**src/verilog/uart_settings.svh**
```systemverilog
`ifndef UART_SETTINGS_SVH
`define UART_SETTINGS_SVH

////////////////////////////////////////////////////////////////////////
// Character format
////////////////////////////////////////////////////////////////////////

// Data bits per character, 8N1 frame
`define UART_DATA_BITS 8

// Ticks per bit on the line
`define UART_OVERSAMPLE 16

// Clocks per oversample tick
`define UART_TICK_DIV 2

`endif

```
**src/verilog/uart_pkg.sv**
```systemverilog
package uart_pkg;

	////////////////////////////////////////////////////////////////////////
	// Host command set
	////////////////////////////////////////////////////////////////////////

	typedef enum logic [1:0] {
		OP_NOP         = 2'd0,
		OP_WRITE_TX    = 2'd1,
		OP_READ_RX     = 2'd2,
		OP_READ_STATUS = 2'd3
	} host_op_t;

	// Frame phase, shared by serializer and deserializer
	typedef enum logic [1:0] {
		LINE_IDLE,
		LINE_START,
		LINE_DATA,
		LINE_STOP
	} line_state_t;

	// Status word bit positions, upper bits read zero
	localparam int unsigned ST_TX_FULL    = 0;
	localparam int unsigned ST_TX_BUSY    = 1;
	localparam int unsigned ST_RX_VALID   = 2;
	localparam int unsigned ST_RX_OVERRUN = 3;
	localparam int unsigned ST_FRAME_ERR  = 4;
	localparam int unsigned ST_TX_DROPPED = 5;

endpackage

```
**src/verilog/baud_tick_gen.sv**
```systemverilog
`timescale 1ns/1ps
`include "uart_settings.svh"

module baud_tick_gen
(
	input  logic clk,
	input  logic arst_n,
	output logic tick
);

	// Counter width, at least one bit
	localparam int CNT_W = (`UART_TICK_DIV > 1) ? $clog2(`UART_TICK_DIV) : 1;
	localparam logic [CNT_W-1:0] CNT_LAST = CNT_W'(`UART_TICK_DIV - 1);

	logic [CNT_W-1:0] div_cnt;

	// Free-running divider, tick on the wrap
	always_ff @(posedge clk or negedge arst_n)
	begin
		if (!arst_n)
		begin
			div_cnt <= '0;
			tick    <= 1'b0;
		end
		else
		begin
			tick <= (div_cnt == CNT_LAST);
			if (div_cnt == CNT_LAST)
				div_cnt <= '0;
			else
				div_cnt <= div_cnt + 1'b1;
		end
	end

endmodule

```
**src/verilog/tx_holding_buffer.sv**
```systemverilog
`timescale 1ns/1ps
`include "uart_settings.svh"

module tx_holding_buffer
(
	input  logic                       clk,
	input  logic                       arst_n,
	input  logic                       tx_wr,
	input  logic [`UART_DATA_BITS-1:0] tx_wdata,
	input  logic                       tx_busy,
	output logic                       tx_full,
	output logic                       tx_start,
	output logic [`UART_DATA_BITS-1:0] tx_data
);

	// Single entry, either waiting for a byte or holding one
	typedef enum logic {
		BUF_EMPTY,
		BUF_LOADED
	} buf_state_t;

	buf_state_t state;

	////////////////////////////////////////////////////////////////////////
	// Control
	////////////////////////////////////////////////////////////////////////

	always_ff @(posedge clk or negedge arst_n)
	begin
		if (!arst_n)
		begin
			state    <= BUF_EMPTY;
			tx_full  <= 1'b0;
			tx_start <= 1'b0;
		end
		else
		begin
			tx_start <= 1'b0;
			case (state)
				BUF_EMPTY:
				begin
					// Host write gated against tx_full upstream
					if (tx_wr)
					begin
						state   <= BUF_LOADED;
						tx_full <= 1'b1;
					end
				end
				BUF_LOADED:
				begin
					// Hand off once the serializer is free
					if (!tx_busy)
					begin
						state    <= BUF_EMPTY;
						tx_full  <= 1'b0;
						tx_start <= 1'b1;
					end
				end
				default: state <= BUF_EMPTY;
			endcase
		end
	end

	// Held byte, serializer samples it on tx_start
	always_ff @(posedge clk)
	begin
		if (tx_wr && (state == BUF_EMPTY))
			tx_data <= tx_wdata;
	end

endmodule

```
**src/verilog/tx_serializer.sv**
```systemverilog
`timescale 1ns/1ps
`include "uart_settings.svh"

module tx_serializer
(
	input  logic                       clk,
	input  logic                       arst_n,
	input  logic                       tick,
	input  logic                       tx_start,
	input  logic [`UART_DATA_BITS-1:0] tx_data,
	output logic                       txd,
	output logic                       tx_busy
);

	import uart_pkg::*;

	localparam int TICK_W = $clog2(`UART_OVERSAMPLE);
	localparam int BIT_W  = $clog2(`UART_DATA_BITS);
	localparam logic [TICK_W-1:0] TICK_LAST = TICK_W'(`UART_OVERSAMPLE - 1);
	localparam logic [BIT_W-1:0]  BIT_LAST  = BIT_W'(`UART_DATA_BITS - 1);

	line_state_t state;
	logic [TICK_W-1:0] tick_cnt;
	logic [BIT_W-1:0] bit_idx;
	logic [`UART_DATA_BITS-1:0] shift_reg;
	logic bit_end;

	// Last tick of the current bit
	assign bit_end = tick && (tick_cnt == TICK_LAST);

	////////////////////////////////////////////////////////////////////////
	// Frame FSM
	////////////////////////////////////////////////////////////////////////

	always_ff @(posedge clk or negedge arst_n)
	begin
		if (!arst_n)
		begin
			state    <= LINE_IDLE;
			txd      <= 1'b1;
			tx_busy  <= 1'b0;
			tick_cnt <= '0;
			bit_idx  <= '0;
		end
		else
		begin
			if (state != LINE_IDLE && tick)
				tick_cnt <= bit_end ? '0 : tick_cnt + 1'b1;
			case (state)
				LINE_IDLE:
				begin
					// Busy from tx_start, start bit waits for a tick
					if (tx_start)
						tx_busy <= 1'b1;
					else if (tx_busy && tick)
					begin
						state    <= LINE_START;
						txd      <= 1'b0;
						tick_cnt <= '0;
					end
				end
				LINE_START:
				begin
					if (bit_end)
					begin
						state   <= LINE_DATA;
						txd     <= shift_reg[0];
						bit_idx <= '0;
					end
				end
				LINE_DATA:
				begin
					if (bit_end)
					begin
						if (bit_idx == BIT_LAST)
						begin
							state <= LINE_STOP;
							txd   <= 1'b1;
						end
						else
						begin
							txd     <= shift_reg[0];
							bit_idx <= bit_idx + 1'b1;
						end
					end
				end
				LINE_STOP:
				begin
					// Line already high, just release
					if (bit_end)
					begin
						state   <= LINE_IDLE;
						tx_busy <= 1'b0;
					end
				end
				default: state <= LINE_IDLE;
			endcase
		end
	end

	// LSB first, next bit always at position 0
	always_ff @(posedge clk)
	begin
		if (tx_start)
			shift_reg <= tx_data;
		else if (bit_end && (state == LINE_START || state == LINE_DATA))
			shift_reg <= shift_reg >> 1;
	end

endmodule

```
**src/verilog/rx_deserializer.sv**
```systemverilog
`timescale 1ns/1ps
`include "uart_settings.svh"

module rx_deserializer
(
	input  logic                       clk,
	input  logic                       arst_n,
	input  logic                       tick,
	input  logic                       rxd,
	output logic                       rx_strobe,
	output logic                       frame_ok,
	output logic [`UART_DATA_BITS-1:0] rx_data
);

	import uart_pkg::*;

	localparam int TICK_W = $clog2(`UART_OVERSAMPLE);
	localparam int BIT_W  = $clog2(`UART_DATA_BITS);
	localparam logic [TICK_W-1:0] TICK_HALF = TICK_W'(`UART_OVERSAMPLE / 2 - 1);
	localparam logic [TICK_W-1:0] TICK_LAST = TICK_W'(`UART_OVERSAMPLE - 1);
	localparam logic [BIT_W-1:0]  BIT_LAST  = BIT_W'(`UART_DATA_BITS - 1);

	line_state_t state;
	logic rx_meta;
	logic rx_sync;
	logic rx_prev;
	logic [TICK_W-1:0] tick_cnt;
	logic [BIT_W-1:0] bit_idx;
	logic sample_now;

	// Mid-bit of data and stop, one full bit after the previous sample
	assign sample_now = tick && (tick_cnt == TICK_LAST);

	////////////////////////////////////////////////////////////////////////
	// Line synchronizer, idle high
	////////////////////////////////////////////////////////////////////////

	always_ff @(posedge clk or negedge arst_n)
	begin
		if (!arst_n)
		begin
			rx_meta <= 1'b1;
			rx_sync <= 1'b1;
			rx_prev <= 1'b1;
		end
		else
		begin
			rx_meta <= rxd;
			rx_sync <= rx_meta;
			rx_prev <= rx_sync;
		end
	end

	////////////////////////////////////////////////////////////////////////
	// Frame FSM
	////////////////////////////////////////////////////////////////////////

	always_ff @(posedge clk or negedge arst_n)
	begin
		if (!arst_n)
		begin
			state     <= LINE_IDLE;
			tick_cnt  <= '0;
			bit_idx   <= '0;
			rx_strobe <= 1'b0;
			frame_ok  <= 1'b0;
		end
		else
		begin
			rx_strobe <= 1'b0;
			if (state != LINE_IDLE && tick)
				tick_cnt <= tick_cnt + 1'b1;
			case (state)
				LINE_IDLE:
				begin
					// Falling edge starts the frame
					if (rx_prev && !rx_sync)
					begin
						state    <= LINE_START;
						tick_cnt <= '0;
					end
				end
				LINE_START:
				begin
					// High at mid-bit means a glitch
					if (tick && tick_cnt == TICK_HALF)
					begin
						state    <= rx_sync ? LINE_IDLE : LINE_DATA;
						tick_cnt <= '0;
						bit_idx  <= '0;
					end
				end
				LINE_DATA:
				begin
					if (sample_now)
					begin
						if (bit_idx == BIT_LAST)
							state <= LINE_STOP;
						else
							bit_idx <= bit_idx + 1'b1;
					end
				end
				LINE_STOP:
				begin
					// Report at mid stop bit, low stop is a frame error
					if (sample_now)
					begin
						state     <= LINE_IDLE;
						rx_strobe <= 1'b1;
						frame_ok  <= rx_sync;
					end
				end
				default: state <= LINE_IDLE;
			endcase
		end
	end

	// Shift in from the top, LSB arrives first
	always_ff @(posedge clk)
	begin
		if (state == LINE_DATA && sample_now)
			rx_data <= {rx_sync, rx_data[`UART_DATA_BITS-1:1]};
	end

endmodule

```
**src/verilog/uart_host_regs.sv**
```systemverilog
`timescale 1ns/1ps
`include "uart_settings.svh"

module uart_host_regs
(
	input  logic                       clk,
	input  logic                       arst_n,
	input  logic                       cmd_valid,
	input  uart_pkg::host_op_t         cmd_op,
	input  logic [`UART_DATA_BITS-1:0] cmd_wdata,
	input  logic                       tx_full,
	input  logic                       tx_busy,
	input  logic                       rx_strobe,
	input  logic                       frame_ok,
	input  logic [`UART_DATA_BITS-1:0] rx_data,
	output logic                       tx_wr,
	output logic [`UART_DATA_BITS-1:0] tx_wdata,
	output logic                       rsp_valid,
	output logic [`UART_DATA_BITS-1:0] rsp_data
);

	import uart_pkg::*;

	logic is_write;
	logic is_read_rx;
	logic is_read_st;
	logic rx_valid;
	logic rx_overrun;
	logic frame_err;
	logic tx_dropped;
	logic [`UART_DATA_BITS-1:0] rx_buf;
	logic [`UART_DATA_BITS-1:0] status;

	// Command decode
	assign is_write   = cmd_valid && (cmd_op == OP_WRITE_TX);
	assign is_read_rx = cmd_valid && (cmd_op == OP_READ_RX);
	assign is_read_st = cmd_valid && (cmd_op == OP_READ_STATUS);

	// Write goes straight to the buffer when it has room
	assign tx_wr    = is_write && !tx_full;
	assign tx_wdata = cmd_wdata;

	// Status word from both paths
	always_comb
	begin
		status                = '0;
		status[ST_TX_FULL]    = tx_full;
		status[ST_TX_BUSY]    = tx_busy;
		status[ST_RX_VALID]   = rx_valid;
		status[ST_RX_OVERRUN] = rx_overrun;
		status[ST_FRAME_ERR]  = frame_err;
		status[ST_TX_DROPPED] = tx_dropped;
	end

	////////////////////////////////////////////////////////////////////////
	// Sticky flags and response
	////////////////////////////////////////////////////////////////////////

	always_ff @(posedge clk or negedge arst_n)
	begin
		if (!arst_n)
		begin
			rx_valid   <= 1'b0;
			rx_overrun <= 1'b0;
			frame_err  <= 1'b0;
			tx_dropped <= 1'b0;
			rsp_valid  <= 1'b0;
			rsp_data   <= '0;
		end
		else
		begin
			// Reads clear first, a new byte sets again
			if (is_read_rx)
			begin
				rx_valid   <= 1'b0;
				rx_overrun <= 1'b0;
				frame_err  <= 1'b0;
			end
			if (rx_strobe)
			begin
				rx_valid <= 1'b1;
				if (rx_valid && !is_read_rx)
					rx_overrun <= 1'b1;
				if (!frame_ok)
					frame_err <= 1'b1;
			end
			// Write that found the buffer full
			if (is_write && tx_full)
				tx_dropped <= 1'b1;
			else if (is_read_st)
				tx_dropped <= 1'b0;
			rsp_valid <= cmd_valid;
			if (is_read_rx)
				rsp_data <= rx_buf;
			else if (is_read_st)
				rsp_data <= status;
			else
				rsp_data <= '0;
		end
	end

	// Latest byte wins on overrun
	always_ff @(posedge clk)
	begin
		if (rx_strobe)
			rx_buf <= rx_data;
	end

endmodule

```
**src/verilog/uart_top.sv**
```systemverilog
`timescale 1ns/1ps
`include "uart_settings.svh"

module uart_top
(
	input  logic                       clk,
	input  logic                       arst_n,
	input  logic                       cmd_valid,
	input  uart_pkg::host_op_t         cmd_op,
	input  logic [`UART_DATA_BITS-1:0] cmd_wdata,
	input  logic                       rxd,
	output logic                       rsp_valid,
	output logic                       txd,
	output logic [`UART_DATA_BITS-1:0] rsp_data
);

	logic tick;
	logic tx_wr;
	logic tx_full;
	logic tx_start;
	logic tx_busy;
	logic rx_strobe;
	logic frame_ok;
	logic [`UART_DATA_BITS-1:0] tx_wdata;
	logic [`UART_DATA_BITS-1:0] tx_data;
	logic [`UART_DATA_BITS-1:0] rx_data;

	// Shared time base
	baud_tick_gen baud_tick_gen_inst (
		.clk    (clk),
		.arst_n (arst_n),
		.tick   (tick)
	);

	// Transmit path
	tx_holding_buffer tx_holding_buffer_inst (
		.clk      (clk),
		.arst_n   (arst_n),
		.tx_wr    (tx_wr),
		.tx_wdata (tx_wdata),
		.tx_busy  (tx_busy),
		.tx_full  (tx_full),
		.tx_start (tx_start),
		.tx_data  (tx_data)
	);

	tx_serializer tx_serializer_inst (
		.clk      (clk),
		.arst_n   (arst_n),
		.tick     (tick),
		.tx_start (tx_start),
		.tx_data  (tx_data),
		.txd      (txd),
		.tx_busy  (tx_busy)
	);

	// Receive path
	rx_deserializer rx_deserializer_inst (
		.clk       (clk),
		.arst_n    (arst_n),
		.tick      (tick),
		.rxd       (rxd),
		.rx_strobe (rx_strobe),
		.frame_ok  (frame_ok),
		.rx_data   (rx_data)
	);

	// Host side
	uart_host_regs uart_host_regs_inst (
		.clk       (clk),
		.arst_n    (arst_n),
		.cmd_valid (cmd_valid),
		.cmd_op    (cmd_op),
		.cmd_wdata (cmd_wdata),
		.tx_full   (tx_full),
		.tx_busy   (tx_busy),
		.rx_strobe (rx_strobe),
		.frame_ok  (frame_ok),
		.rx_data   (rx_data),
		.tx_wr     (tx_wr),
		.tx_wdata  (tx_wdata),
		.rsp_valid (rsp_valid),
		.rsp_data  (rsp_data)
	);

endmodule

```
**config.mk**
```make
export PLATFORM = sky130hd
export DESIGN_NAME = uart_top
export DESIGN_NICKNAME = d
export VERILOG_FILES = /design/src/verilog/uart_pkg.sv /design/src/verilog/baud_tick_gen.sv /design/src/verilog/tx_holding_buffer.sv /design/src/verilog/tx_serializer.sv /design/src/verilog/rx_deserializer.sv /design/src/verilog/uart_host_regs.sv /design/src/verilog/uart_top.sv
export VERILOG_INCLUDE_DIRS = /design/src /design/src/verilog
export SDC_FILE = /design/constraint.sdc
export NUM_CORES = 1
export LEC_CHECK = 0
export BUFFER_PORTS_ARGS = -buffer_cell sky130_fd_sc_hd__buf_4
export CAP_MARGIN = 10
export CORE_MARGIN = 1.5
export CORE_UTILIZATION = 39
export DETAILED_ROUTE_END_ITERATION = 16
export GPL_TIMING_DRIVEN = 0
export PLACE_DENSITY = 0.66
export SLEW_MARGIN = 30
export SYNTH_ARGS = -nofsm -noshare
export SYNTH_HDL_FRONTEND = slang
export SYNTH_SLANG_ARGS = --single-unit
```
**constraint.sdc**
```tcl
create_clock -name clk -period 1.7 [get_ports clk]
set_input_delay 0.17 -clock clk [delete_from_list [all_inputs] [get_ports clk]]
set_output_delay 0.17 -clock clk [all_outputs]
set_load 0.01 [all_outputs]
```
## After elaboration in Yosys (flattened, before gate mapping)

Index checks and enable logic that the tools add are counted.

| word-level totals | value |
|---|---|
| output and inout port bits | 10 |
| bits of input ports | 14 |
| register bits after elaboration | 75 |

| cells by class | value |
|---|---|
| reductions and logical operators | 39 |
| $add $sub $neg | 5 |
| equal/unequal tests | 30 |
| bitwise gates (word level) | 1 |
| mux-type cells | 65 |

Operators with widths:

| kind | count |
|---|---|
| $mux 4 | 8 |
| $mux 1 | 26 |
| $mux 2 | 12 |
| $mux 8 | 3 |
| $ne 2x1->1 const B | 11 |
| $mux 3 | 6 |
| $logic_and 1x1->1 | 16 |
| $pmux 2 s4 | 2 |
| $reduce_bool 2->1 | 8 |
| $eq 2x2->1 const B | 6 |
| $pmux 3 s2 | 2 |
| $ne 2x2->1 const B | 5 |
| $reduce_and 5->1 | 2 |
| $add 4x1->4 const B | 2 |
| $eq 4x4->1 const B | 2 |
| $pmux 4 s2 | 1 |
| $reduce_and 4->1 | 2 |
| $add 3x1->3 const B | 2 |
| $eq 2x1->1 const B | 3 |
| $eq 3x3->1 const B | 2 |
| $mux 6 | 1 |
| $pmux 1 s2 | 3 |
| $reduce_and 6->1 | 1 |
| $eq 4x3->1 const B | 1 |
| 9 further kinds | 13 |

## Logic depth before layout (Yosys ltp)

Gate-level depths: netlist of run 1.

| depth | value |
|---|---|
| depth after elaboration | 7 |
| depth in mapped cells | 6 |
| depth with buffers taken out | 6 |

## Hierarchy

Synthesis of run 1 repeated with hierarchy kept, for this count alone.

| second synthesis, totals | value |
|---|---|
| cell total of the unflattened synthesis | 239 |
| area total of the unflattened synthesis | 3,228.1 um2 |

Modules (own cells, without submodules):

| module | area an instance (um2) | sequential area each (um2) | cells each | times used |
|---|---|---|---|---|
| tx_serializer | 1,039.7 | 516.7 | 90 | 1 |
| rx_deserializer | 982.2 | 594.3 | 73 | 1 |
| uart_host_regs | 802.0 | 565.5 | 56 | 1 |
| tx_holding_buffer | 350.3 | 315.3 | 17 | 1 |
| baud_tick_gen | 53.8 | 50.0 | 3 | 1 |

## Least setup slack after synthesis of run 1

Ideal clock, no wire load.

| timing | value |
|---|---|
| path kind | register to register |
| start | reg tx_holding_buffer_inst.tx_full |
| end | reg tx_holding_buffer_inst.tx_data[0], enable pin |
| arrival time | 1,371 ps |
| stages on the path, launching flop included | 2 |
| data required time | 1,302 ps |
| library setup time | 398 ps |
| path buffers | 0 |
| setup slack | -69 ps |
| cell sequence | dfrtp_1 -> nor4_1 |

| between the ends | value |
|---|---|
| longest elaborated chain between the ends | 3 |

Ends and longest elaborated chain:

| item | line | source |
|---|---|---|
| from (decl) | tx_holding_buffer.sv:11 | `output logic tx_full,` |
| from (signal assigned) | tx_holding_buffer.sv:33 | `tx_full <= 1'b0;` |
| from (signal assigned) | tx_holding_buffer.sv:46 | `tx_full <= 1'b1;` |
| from (signal assigned) | tx_holding_buffer.sv:55 | `tx_full <= 1'b0;` |
| $logic_not 1->1 | uart_host_regs.sv:40 | `assign tx_wr = is_write && !tx_full;` |
| $logic_and 1x1->1 | uart_host_regs.sv:40 |  |
| $logic_and 1x1->1 | tx_holding_buffer.sv:67 | `if (tx_wr && (state == BUF_EMPTY))` |
| to (signal assigned) | tx_holding_buffer.sv:68 | `tx_data <= tx_wdata;` |
| to (decl) | tx_holding_buffer.sv:13 | `` output logic [`UART_DATA_BITS-1:0] tx_data `` |

Every way passes these cells.
A chain may end at the register's enable or synchronous reset.

## Final worst setup path of run 1

| timing | value |
|---|---|
| start | reg tx_serializer_inst.state[0] |
| end | reg tx_serializer_inst.state[1] |

| between the ends | value |
|---|---|
| longest elaborated chain between the ends | 3 |
| elaborated cells between the ends (all ways) | 12 |
| classes of those cells | eq/ne: 9; mux: 1; reduce/logical: 2 |

Ends and longest elaborated chain:

| item | line | source |
|---|---|---|
| from (decl) | tx_serializer.sv:22 | `line_state_t state;` |
| from (signal assigned) | tx_serializer.sv:39 | `state <= LINE_IDLE;` |
| from (signal assigned) | tx_serializer.sv:57 | `state <= LINE_START;` |
| from (signal assigned) | tx_serializer.sv:66 | `state <= LINE_DATA;` |
| $eq 2x2->1 (tied with other cells) | tx_serializer.sv:49 | `case (state)` |
| $ne 2x1->1 (no line) or $ne 2x2->1 (tied branches) | -- |  |
| $reduce_and 6->1 (no line) | -- |  |

Parallel ways exist; a longest one is shown, timed or not.

==> results.yml, run 1 <==
cells_and_area:
  final-seq-area_mm2: 0.00204
  area_growth_syn_to_layout_pct: 24.0
  multi_input_area_um2: 977
  drive_gt1_frac: 0.261
  finalNetCount: 301
  insertedDiodeCount: 0
  finalInstanceArea_mm2: 0.00377
  fill_cells: 676
  finish.utilization: 0.493
clock_network:
  clkLatencyLatePin_ns: 0.34
  clk_pin_slew_ns: 0.08
  htreeDepth: 3
  cts_tree: "built"
  cts-buffers-inserted: 9
  cts_sinks: 75
  cts_buffer_depth: 2
  root_buffer: "clkbuf_8"
floorplanning:
  io_pins: 24
  dieArea_mm2: 0.00833
  start_util: 0.398
  core-area_mm2: 0.00765
  row_count: 32
  die_x_um: 91.3
  die_h_um: 91.3
yosys:
  async_reset_ff_frac: 0.573
  yosys_warnings: 0
  ys.flop_type: "dfrtp_1"
  ys_ff_latch: 75
  syn_area_mm2: 0.00304
  syn-instance-count: 226
  ys_types: 42
  syn_area_per_cell_um2: 13.5
  seq_area_frac_synth: 0.672
  synthesis.nets: 251
  synth-edff-count: 32
power_and_ir_drop:
  leakage_nw: 1.60
  p_per_area_mw_per_mm2: 1330
  ir_drop_mv: 0.546
  finalPower_mw: 5.01
timing:
  relSlewSlack: 0.521
  rsz0062_at_grt: "yes"
  slew_viol_final: 0
  tightest_slew_ns: 0.713
  fin_skew_ns: 0.0109
  hold_ws_ns: 0.0695
  period_needed_ns: 1.67
  period_share: 0.982
  max_freq_mhz: 599
  hold_viol_final: 0
  fin_setup_tns_ns: 0
  setup_viol: 0
placed_design:
  routabilityCongestion: 0.784
  placed_cell_area_mm2: 0.00336
  portBuffers: 23
  dp_hpwl_mm: 3.22
worst_setup_path:
  end_kind: "register"
  cp_data_required_time_ns: 1.93
  r2r_slack_ns: 0.03
  cp-start-kind: "register"
  crit_arrival_ns: 1.90
  crit_type: "reg2reg"
  crit_fanout: 4
  rr_worst_depth: 6
  r2r_end: "tx_serializer_inst.state[1]$_DFFE_PN0P_"
  crit_start: "tx_serializer_inst.state[0]$_DFFE_PN0P_"
  reg2reg_from: "tx_serializer_inst.state[0]$_DFFE_PN0P_"
min_path:
  hp-class: "in2reg"
  hold_path_end: "uart_host_regs_inst.tx_dropped$_DFFE_PN0P_"
  worstHoldStart: "cmd_op[1]"
  hold_depth: 2
outcome:
  status: "complete, no violations"
routing:
  ant_nets: 0
  routed_via_density: 4.88
  avgRoutedWirePerCell_um: 13.2
  num_vias: 1864
  drc: 0
  first_pass_iters: 4
  drt_iter0_drc: 101
  wl_mm: 5.04
grt:
  grt.overflow.total: 0
  gr-usage-all-layers: 0.129
  antenna_found_initial: 0
  grt_pass1_vias: 1834
  grt_pass1_wl_mm: 8.40
  grt_max_degree: 44
job:
  max-cap-violations: 0
how the worst max path moves through the flow:
stage / slack (ns) / cells past startpoint / endpoint
floorplan: 0.03 / 5 / rx_deserializer_inst.rx_data[0]$_DFFE_PP_
global placement: -0.22 / 5 / rx_deserializer_inst.rx_data[5]$_DFFE_PP_
detailed placement: -0.29 / 5 / rx_deserializer_inst.rx_data[4]$_DFFE_PP_
CTS: 0.02 / 5 / tx_serializer_inst.state[1]$_DFFE_PN0P_
global route: -0.01 / 5 / tx_serializer_inst.state[1]$_DFFE_PN0P_
finish: 0.03 / 6 / tx_serializer_inst.state[1]$_DFFE_PN0P_
synthesized netlist by cell type, drive strengths merged, types with 4 or more instances:
master,count,share of area
a22o,4,0.012
ha,11,0.045
nor3,5,0.0082
nand3,4,0.0066
o21ai,16,0.026
edfxtp,32,0.32
buf,4,0.0086
inv,10,0.012
mux2,11,0.042
dfstp,4,0.035
and2,5,0.011
a31oi,5,0.010
nand2,12,0.015
a21oi,6,0.0099
dfrtp,39,0.32
mux2i,8,0.026
nor2,22,0.027
stage by stage:
stage               setup WS (ns)  cells
floorplan                  0.0263    226
global placement           -0.215    351
detailed placement         -0.293    351
CTS                        0.0167    379
global route             -0.00952    382
finish                     0.0307    382
cells in the final DEF (no fill, tap or decap), types with 4 or more instances in the layout:
cell           netlist  final
a21oi_1              6      6
a22o_1               4      4
a31oi_1              5      5
and2_1               4      4
buf_4                0     28
clkbuf_8             0      9
dfrtp_1             39     39
dfstp_2              4      4
dlygate4sd3_1        0     11
edfxtp_1            32     32
ha_1                11      9
inv_1               10      9
mux2_2              10     10
mux2i_1              8      8
nand2_1             12     12
nor2_1              22     21
o21ai_0             16     15
power breakdown:
group	leakage, nW	switching [mW]	internal, mW
registers	0.825	0.212	2.10
logic	0.655	0.557	0.519
clock network	0.116	0.646	0.968
total	1.60	1.41	3.59
area by class of cell:
type / instances / share of cell area
flip-flops and latches: 75 / 0.542
multi-input cells: 135 / 0.259
repair buffers: 39 / 0.0850
clock buffers: 10 / 0.0339
well taps: 102 / 0.0339
clock inverters: 5 / 0.0275
inverters: 10 / 0.00996
plain buffers: 6 / 0.00896
routing by layer:
metal	global-route usage	share of wire	vias to the layer above
met1	0.164	0.46	896
met4	0.0586	0.015	0
li1	-	-	922
met3	0.0385	0.042	8
met5	0	0	-
met2	0.203	0.48	38
critical path: stages (launching register included):
cell	delay (ns)
dfrtp_1	0.39
buf_4	0.15
ha_1	0.23
nor3_2	0.16
o22ai_1	0.09
nor2_1	0.18
mux2_2	0.36
logic make-up after synthesis:
logic type / share of synthesized area
flip-flops: 0.672
adder cells (fa/ha/maj): 0.0453
multiplexers: 0.0683
XOR/XNOR: 0.00576
AND/OR/NAND/NOR: 0.0909
AO/OA/AOI/OAI: 0.0947
buffers and inverters: 0.0235
what timing repair did:
action                     CTS  global route
buffers inserted             2             3
hold endpoints to repair    49             0
resized for setup            5             7
pin swaps                    0             1
setup endpoints to repair   10            12
hold buffers                11             0
Power figures use the tool's default switching activity.
==> run 2, diff against run 1 <==
- CORE_ASPECT_RATIO: default -> 0.6
==> results.yml, run 2 (synthesized netlist as in run 1, its figures left out) <==
worst_setup_path:
  r2r_end: "tx_serializer_inst.state[1]$_DFFE_PN0P_"
  end_kind: "register"
  crit_arrival_ns: 1.88
  worstSetupEndpoint: "tx_serializer_inst.state[1]$_DFFE_PN0P_"
  crit_fanout: 6
  reg2reg_from: "tx_serializer_inst.state[0]$_DFFE_PN0P_"
  cp-start-kind: "register"
  cp_data_required_time_ns: 1.92
  rr_worst_depth: 6
  r2r_slack_ns: 0.03
  crit_start: "tx_serializer_inst.state[0]$_DFFE_PN0P_"
  crit_type: "reg2reg"
floorplanning:
  core-area_mm2: 0.00742
  dieArea_mm2: 0.00835
  die_h_um: 71.4
  die_x_um: 117
  io_pins: 24
  start_util: 0.410
  row_count: 24
cells_and_area:
  layout_common_cells: "dfrtp_1 (38), edfxtp_1 (32), buf_4 (26)"
  final_common_cell: "dfrtp_1"
  finalInstanceArea_mm2: 0.00382
  insertedDiodeCount: 0
  area_growth_syn_to_layout_pct: 25.8
  finalNetCount: 293
  drive_gt1_frac: 0.271
timing:
  period_share: 0.980
  relSlewSlack: 0.512
  slew_viol_final: 0
  max_freq_mhz: 601
  fin_setup_tns_ns: 0
  rsz0062_at_grt: "yes"
  hold_viol_final: 0
  period_needed_ns: 1.67
  tightest_slew_ns: 0.727
  fin_skew_ns: 0.00545
  setup_viol: 0
grt:
  grt_max_degree: 44
  antenna_found_initial: 0
  grt_pass1_wl_mm: 8.57
  grt.overflow.total: 0
  grt_pass1_vias: 1687
  gr-usage-all-layers: 0.141
routing:
  first_pass_iters: 4
  ant_nets: 0
  routed_via_density: 4.88
  drc: 0
  num_vias: 1840
  avgRoutedWirePerCell_um: 14.0
  drt_iter0_drc: 107
  wl_mm: 5.27
placed_design:
  dp_hpwl_mm: 3.37
  routabilityCongestion: 0.776
  portBuffers: 23
  placed_cell_area_mm2: 0.00336
power_and_ir_drop:
  ir_drop_mv: 0.552
  leakage_nw: 1.62
  p_per_area_mw_per_mm2: 1440
clock_network:
  clk_pin_slew_ns: 0.06
  clkLatencyLatePin_ns: 0.33
  htreeDepth: 3
  cts-buffers-inserted: 9
  cts_sinks: 75
  root_buffer: "clkbuf_16"
  cts_tree: "built"
  cts_buffer_depth: 2
outcome:
  status: "complete, no violations"
min_path:
  hp-class: "in2reg"
job:
  max-cap-violations: 0
run 2: metrics by stage:
step | setup slack [ns] | instances | utilization | power, mW | hold slack, ns
global placement | -0.217 | 353 | 0.452 | 3.19 | 0.197
finish | 0.0348 | 377 | 0.516 | 5.51 | 0.0127
CTS | 0.000512 | 377 | 0.512 | 5.50 | 0.00183
detailed placement | -0.236 | 353 | 0.453 | 3.24 | 0.199
floorplan | 0.0263 | 226 | - | 2.96 | -0.126
global route | -0.0546 | 377 | 0.516 | 5.80 | 0.00403
run 2: power breakdown:
part           internal, mW  leakage, nW  switching [mW]  total, mW
Sequential             2.11        0.824           0.221       2.33
Clock                  1.44        0.174           0.696       2.14
Combinational         0.486        0.617           0.551       1.04
run 2: area by class of cell:
cell class              instances  area, um^2
clock inverters                 2        35.0
flip-flops and latches         75        2040
well taps                     104         130
clock buffers                  14         318
multi-input cells             135         981
inverters                      10        37.5
plain buffers                   6        33.8
repair buffers                 31         245
fillers                       652        3590
run 2: worst max-delay path: stages, from the launching register on:
cell and delay, ns:
dfrtp_1 0.41, inv_1 0.09, ha_2 0.23, nor3_1 0.21, o22ai_1 0.10, nor2_2 0.16, mux2_2 0.36
run 2: worst min-delay path by stage:
stage | startpoint | to | slack [ns] | cells past startpoint
after global placement | arst_n | uart_host_regs_inst.rsp_data[4]$_DFF_PN0_ | 0.20 | 1
after global routing | cmd_wdata[2] | tx_holding_buffer_inst.tx_data[2]$_DFFE_PP_ | 0.004 | 1
after CTS | cmd_wdata[6] | tx_holding_buffer_inst.tx_data[6]$_DFFE_PP_ | 0.002 | 1
final | cmd_wdata[6] | tx_holding_buffer_inst.tx_data[6]$_DFFE_PP_ | 0.01 | 1
after detailed placement | arst_n | uart_host_regs_inst.rsp_data[4]$_DFF_PN0_ | 0.20 | 1
after floorplan | arst_n | async pin | -0.13 | 0
run 2: routing by layer:
metal	global-route usage	part of all wire	up-vias
li1	-	-	908
met1	0.212	0.53	884
met2	0.177	0.40	39
met3	0.0558	0.047	9
met4	0.0602	0.017	0
met5	0	0	-
run 2: repair_timing:
item | 4_1_cts | 5_1_grt
endpoints found under the hold margin | 43 | 0
pin swaps | 1 | 0
endpoints found under the setup margin | 10 | 9
hold buffers | 5 | 0
gates resized for setup | 5 | 9
buffers inserted | 3 | 0
==> run 3, diff against run 2 <==
- CORE_UTILIZATION: 39 -> 40
- CTS_CLUSTER_DIAMETER: default -> 80
- PLACE_DENSITY: 0.66 -> 0.67
==> results.yml, run 3 (synthesized netlist as in run 1, its figures left out) <==
worst_setup_path:
  crit_slowest_cell: "dfrtp_1"
  end_kind: "register"
  critical_path.top_delay_family: "simple AND/OR/NAND/NOR gates"
  crit_type: "reg2reg"
  cp_data_required_time_ns: 1.91
  r2r_slack_ns: 0.06
  critical_path_buf_inv_count: 1
  crit_chain: "ha_4 -> and3_4 -> buf_6 -> and3_4 -> and2_4 -> mux2_4"
  max_stage_delay_ns: 0.43
  cp-start-kind: "register"
  critical_path.most_common_cell: "and3_4"
  crit_arrival_ns: 1.85
  crit_fanout: 7
timing:
  setup_viol: 0
  period_needed_ns: 1.64
  slew_viol_final: 0
  relSlewSlack: 0.528
  rsz0062_at_grt: "yes"
  tightest_slew_ns: 0.703
  hold_viol_final: 0
  max_freq_mhz: 609
  fin_skew_ns: 0.00808
  period_share: 0.965
routing:
  first_pass_iters: 4
  routed_via_density: 4.94
  avgRoutedWirePerCell_um: 13.7
  num_vias: 1869
  ant_nets: 0
  drc: 0
  wl_mm: 5.17
  drt_iter0_drc: 126
clock_network:
  cts_buffer_depth: 2
  clkLatencyLatePin_ns: 0.33
  cts_sinks: 75
  htreeDepth: 3
  cts-buffers-inserted: 9
  cts_tree: "built"
  clk_pin_slew_ns: 0.06
  root_buffer: "clkbuf_16"
cells_and_area:
  fill_cells: 625
  area_growth_syn_to_layout_pct: 25.8
  layout_common_cells: "dfrtp_1 (38), edfxtp_1 (32), buf_4 (27)"
  insertedDiodeCount: 0
  finish.utilization: 0.524
  drive_gt1_frac: 0.281
  finalNetCount: 294
  final_common_cell: "dfrtp_1"
  finalInstanceArea_mm2: 0.00382
grt:
  grt.met3_usage: 0.0591
  grt_pass1_wl_mm: 8.64
  antenna_found_initial: 0
  grt_max_degree: 44
  grt.overflow.total: 0
  grt-busiest-layer: "met1"
  use_met2: 0.181
  grt_pass1_vias: 1758
  gr-usage-all-layers: 0.141
  use_met1: 0.213
power_and_ir_drop:
  p_comb_frac: 0.202
  seqPwrFrac: 0.439
  swShare: 0.277
  p_per_area_mw_per_mm2: 1410
  leakage_nw: 1.61
  p_int_mw: 3.89
  ir_drop_mv: 0.561
  power_frac_clock: 0.358
  power_switching_mw: 1.49
floorplanning:
  dieArea_mm2: 0.00815
  die_h_um: 70.5
  start_util: 0.417
  die_x_um: 116
  row_count: 24
  io_pins: 24
  core-area_mm2: 0.00730
placed_design:
  routabilityCongestion: 0.785
  portBuffers: 23
  dp_hpwl_mm: 3.38
  placed_cell_area_mm2: 0.00336
job:
  max-cap-violations: 0
min_path:
  hp-class: "in2reg"
outcome:
  status: "complete, no violations"
-- run 3: timing repair --
action,4_1_cts,5_1_grt
setup endpoints to repair,19,26
resized for setup,8,10
pin swaps,1,3
hold buffers,3,2
endpoints found under the hold margin,41,2
buffers inserted,2,2
-- run 3: area by class of cell --
type / count / area (um^2) / area share
flip-flops and latches: 75 / 2040 / 0.534
multi-input cells: 135 / 1010 / 0.263
clock buffers: 14 / 307 / 0.0802
repair buffers: 32 / 253 / 0.0661
well taps: 104 / 130 / 0.0340
inverters: 10 / 37.5 / 0.00982
plain buffers: 6 / 33.8 / 0.00884
clock inverters: 2 / 13.8 / 0.00360
-- run 3: per-layer routing --
| metal | share of wire | wire, um |
|---|---|---|
| met5 | 0 | 0 |
| met4 | 0.0079 | 41 |
| met3 | 0.045 | 234 |
| met2 | 0.43 | 2230 |
| met1 | 0.51 | 2660 |
-- run 3: path summary, 6_finish.rpt --
kind	start	endpoint	cells after the start
hold / removal	cmd_wdata[4]	tx_holding_buffer_inst.tx_data[4]$_DFFE_PP_	1
hold reg to reg	rx_deserializer_inst.rx_meta$_DFF_PN1_	rx_deserializer_inst.rx_sync$_DFF_PN1_	0
max in group asynchronous	arst_n	tx_serializer_inst.state[0]$_DFFE_PN0P_	2
min in group asynchronous	arst_n	uart_host_regs_inst.rsp_valid$_DFF_PN0_	2
setup reg to reg	rx_deserializer_inst.tick_cnt[0]$_DFF_PN0_	rx_deserializer_inst.frame_ok$_DFFE_PN0P_	6
setup / recovery	rx_deserializer_inst.tick_cnt[0]$_DFF_PN0_	rx_deserializer_inst.frame_ok$_DFFE_PN0P_	6
-- run 3: per-stage QoR --
| step | hold WS, ns | total power [mW] | cells | setup slack [ns] | TNS (ns) |
|---|---|---|---|---|---|
| 2_1_floorplan | -0.126 | 2.96 | 226 | 0.0263 | 0 |
| 3_3_place_gp | 0.193 | 3.20 | 353 | -0.230 | -2.42 |
| 3_5_place_dp | 0.192 | 3.24 | 353 | -0.322 | -2.64 |
| 4_1_cts | 0.00367 | 5.28 | 374 | 0.0136 | 0 |
| 5_1_grt | 0.000284 | 5.70 | 378 | -0.0430 | -0.0430 |
| 6_report | 0.0130 | 5.38 | 378 | 0.0592 | 0 |
-- run 3: worst register-to-register path: cells and delay by family (launching register included) --
family        cells  cell delay [ns]
buf+inv           1             0.12
mux               1             0.28
flops             1             0.43
simple gates      3             0.49
fa+ha+maj         1             0.19
-- run 3: power by group through the flow --
stage | Sequential, mW | Clock (mW) | Combinational [mW]
3_3_place_gp | 2.35 | 0 | 0.843
4_1_cts | 2.34 | 1.97 | 0.975
5_1_grt | 2.39 | 2.06 | 1.25
2_1_floorplan | 2.31 | 0 | 0.652
6_report | 2.36 | 1.93 | 1.09
3_5_place_dp | 2.37 | 0 | 0.875
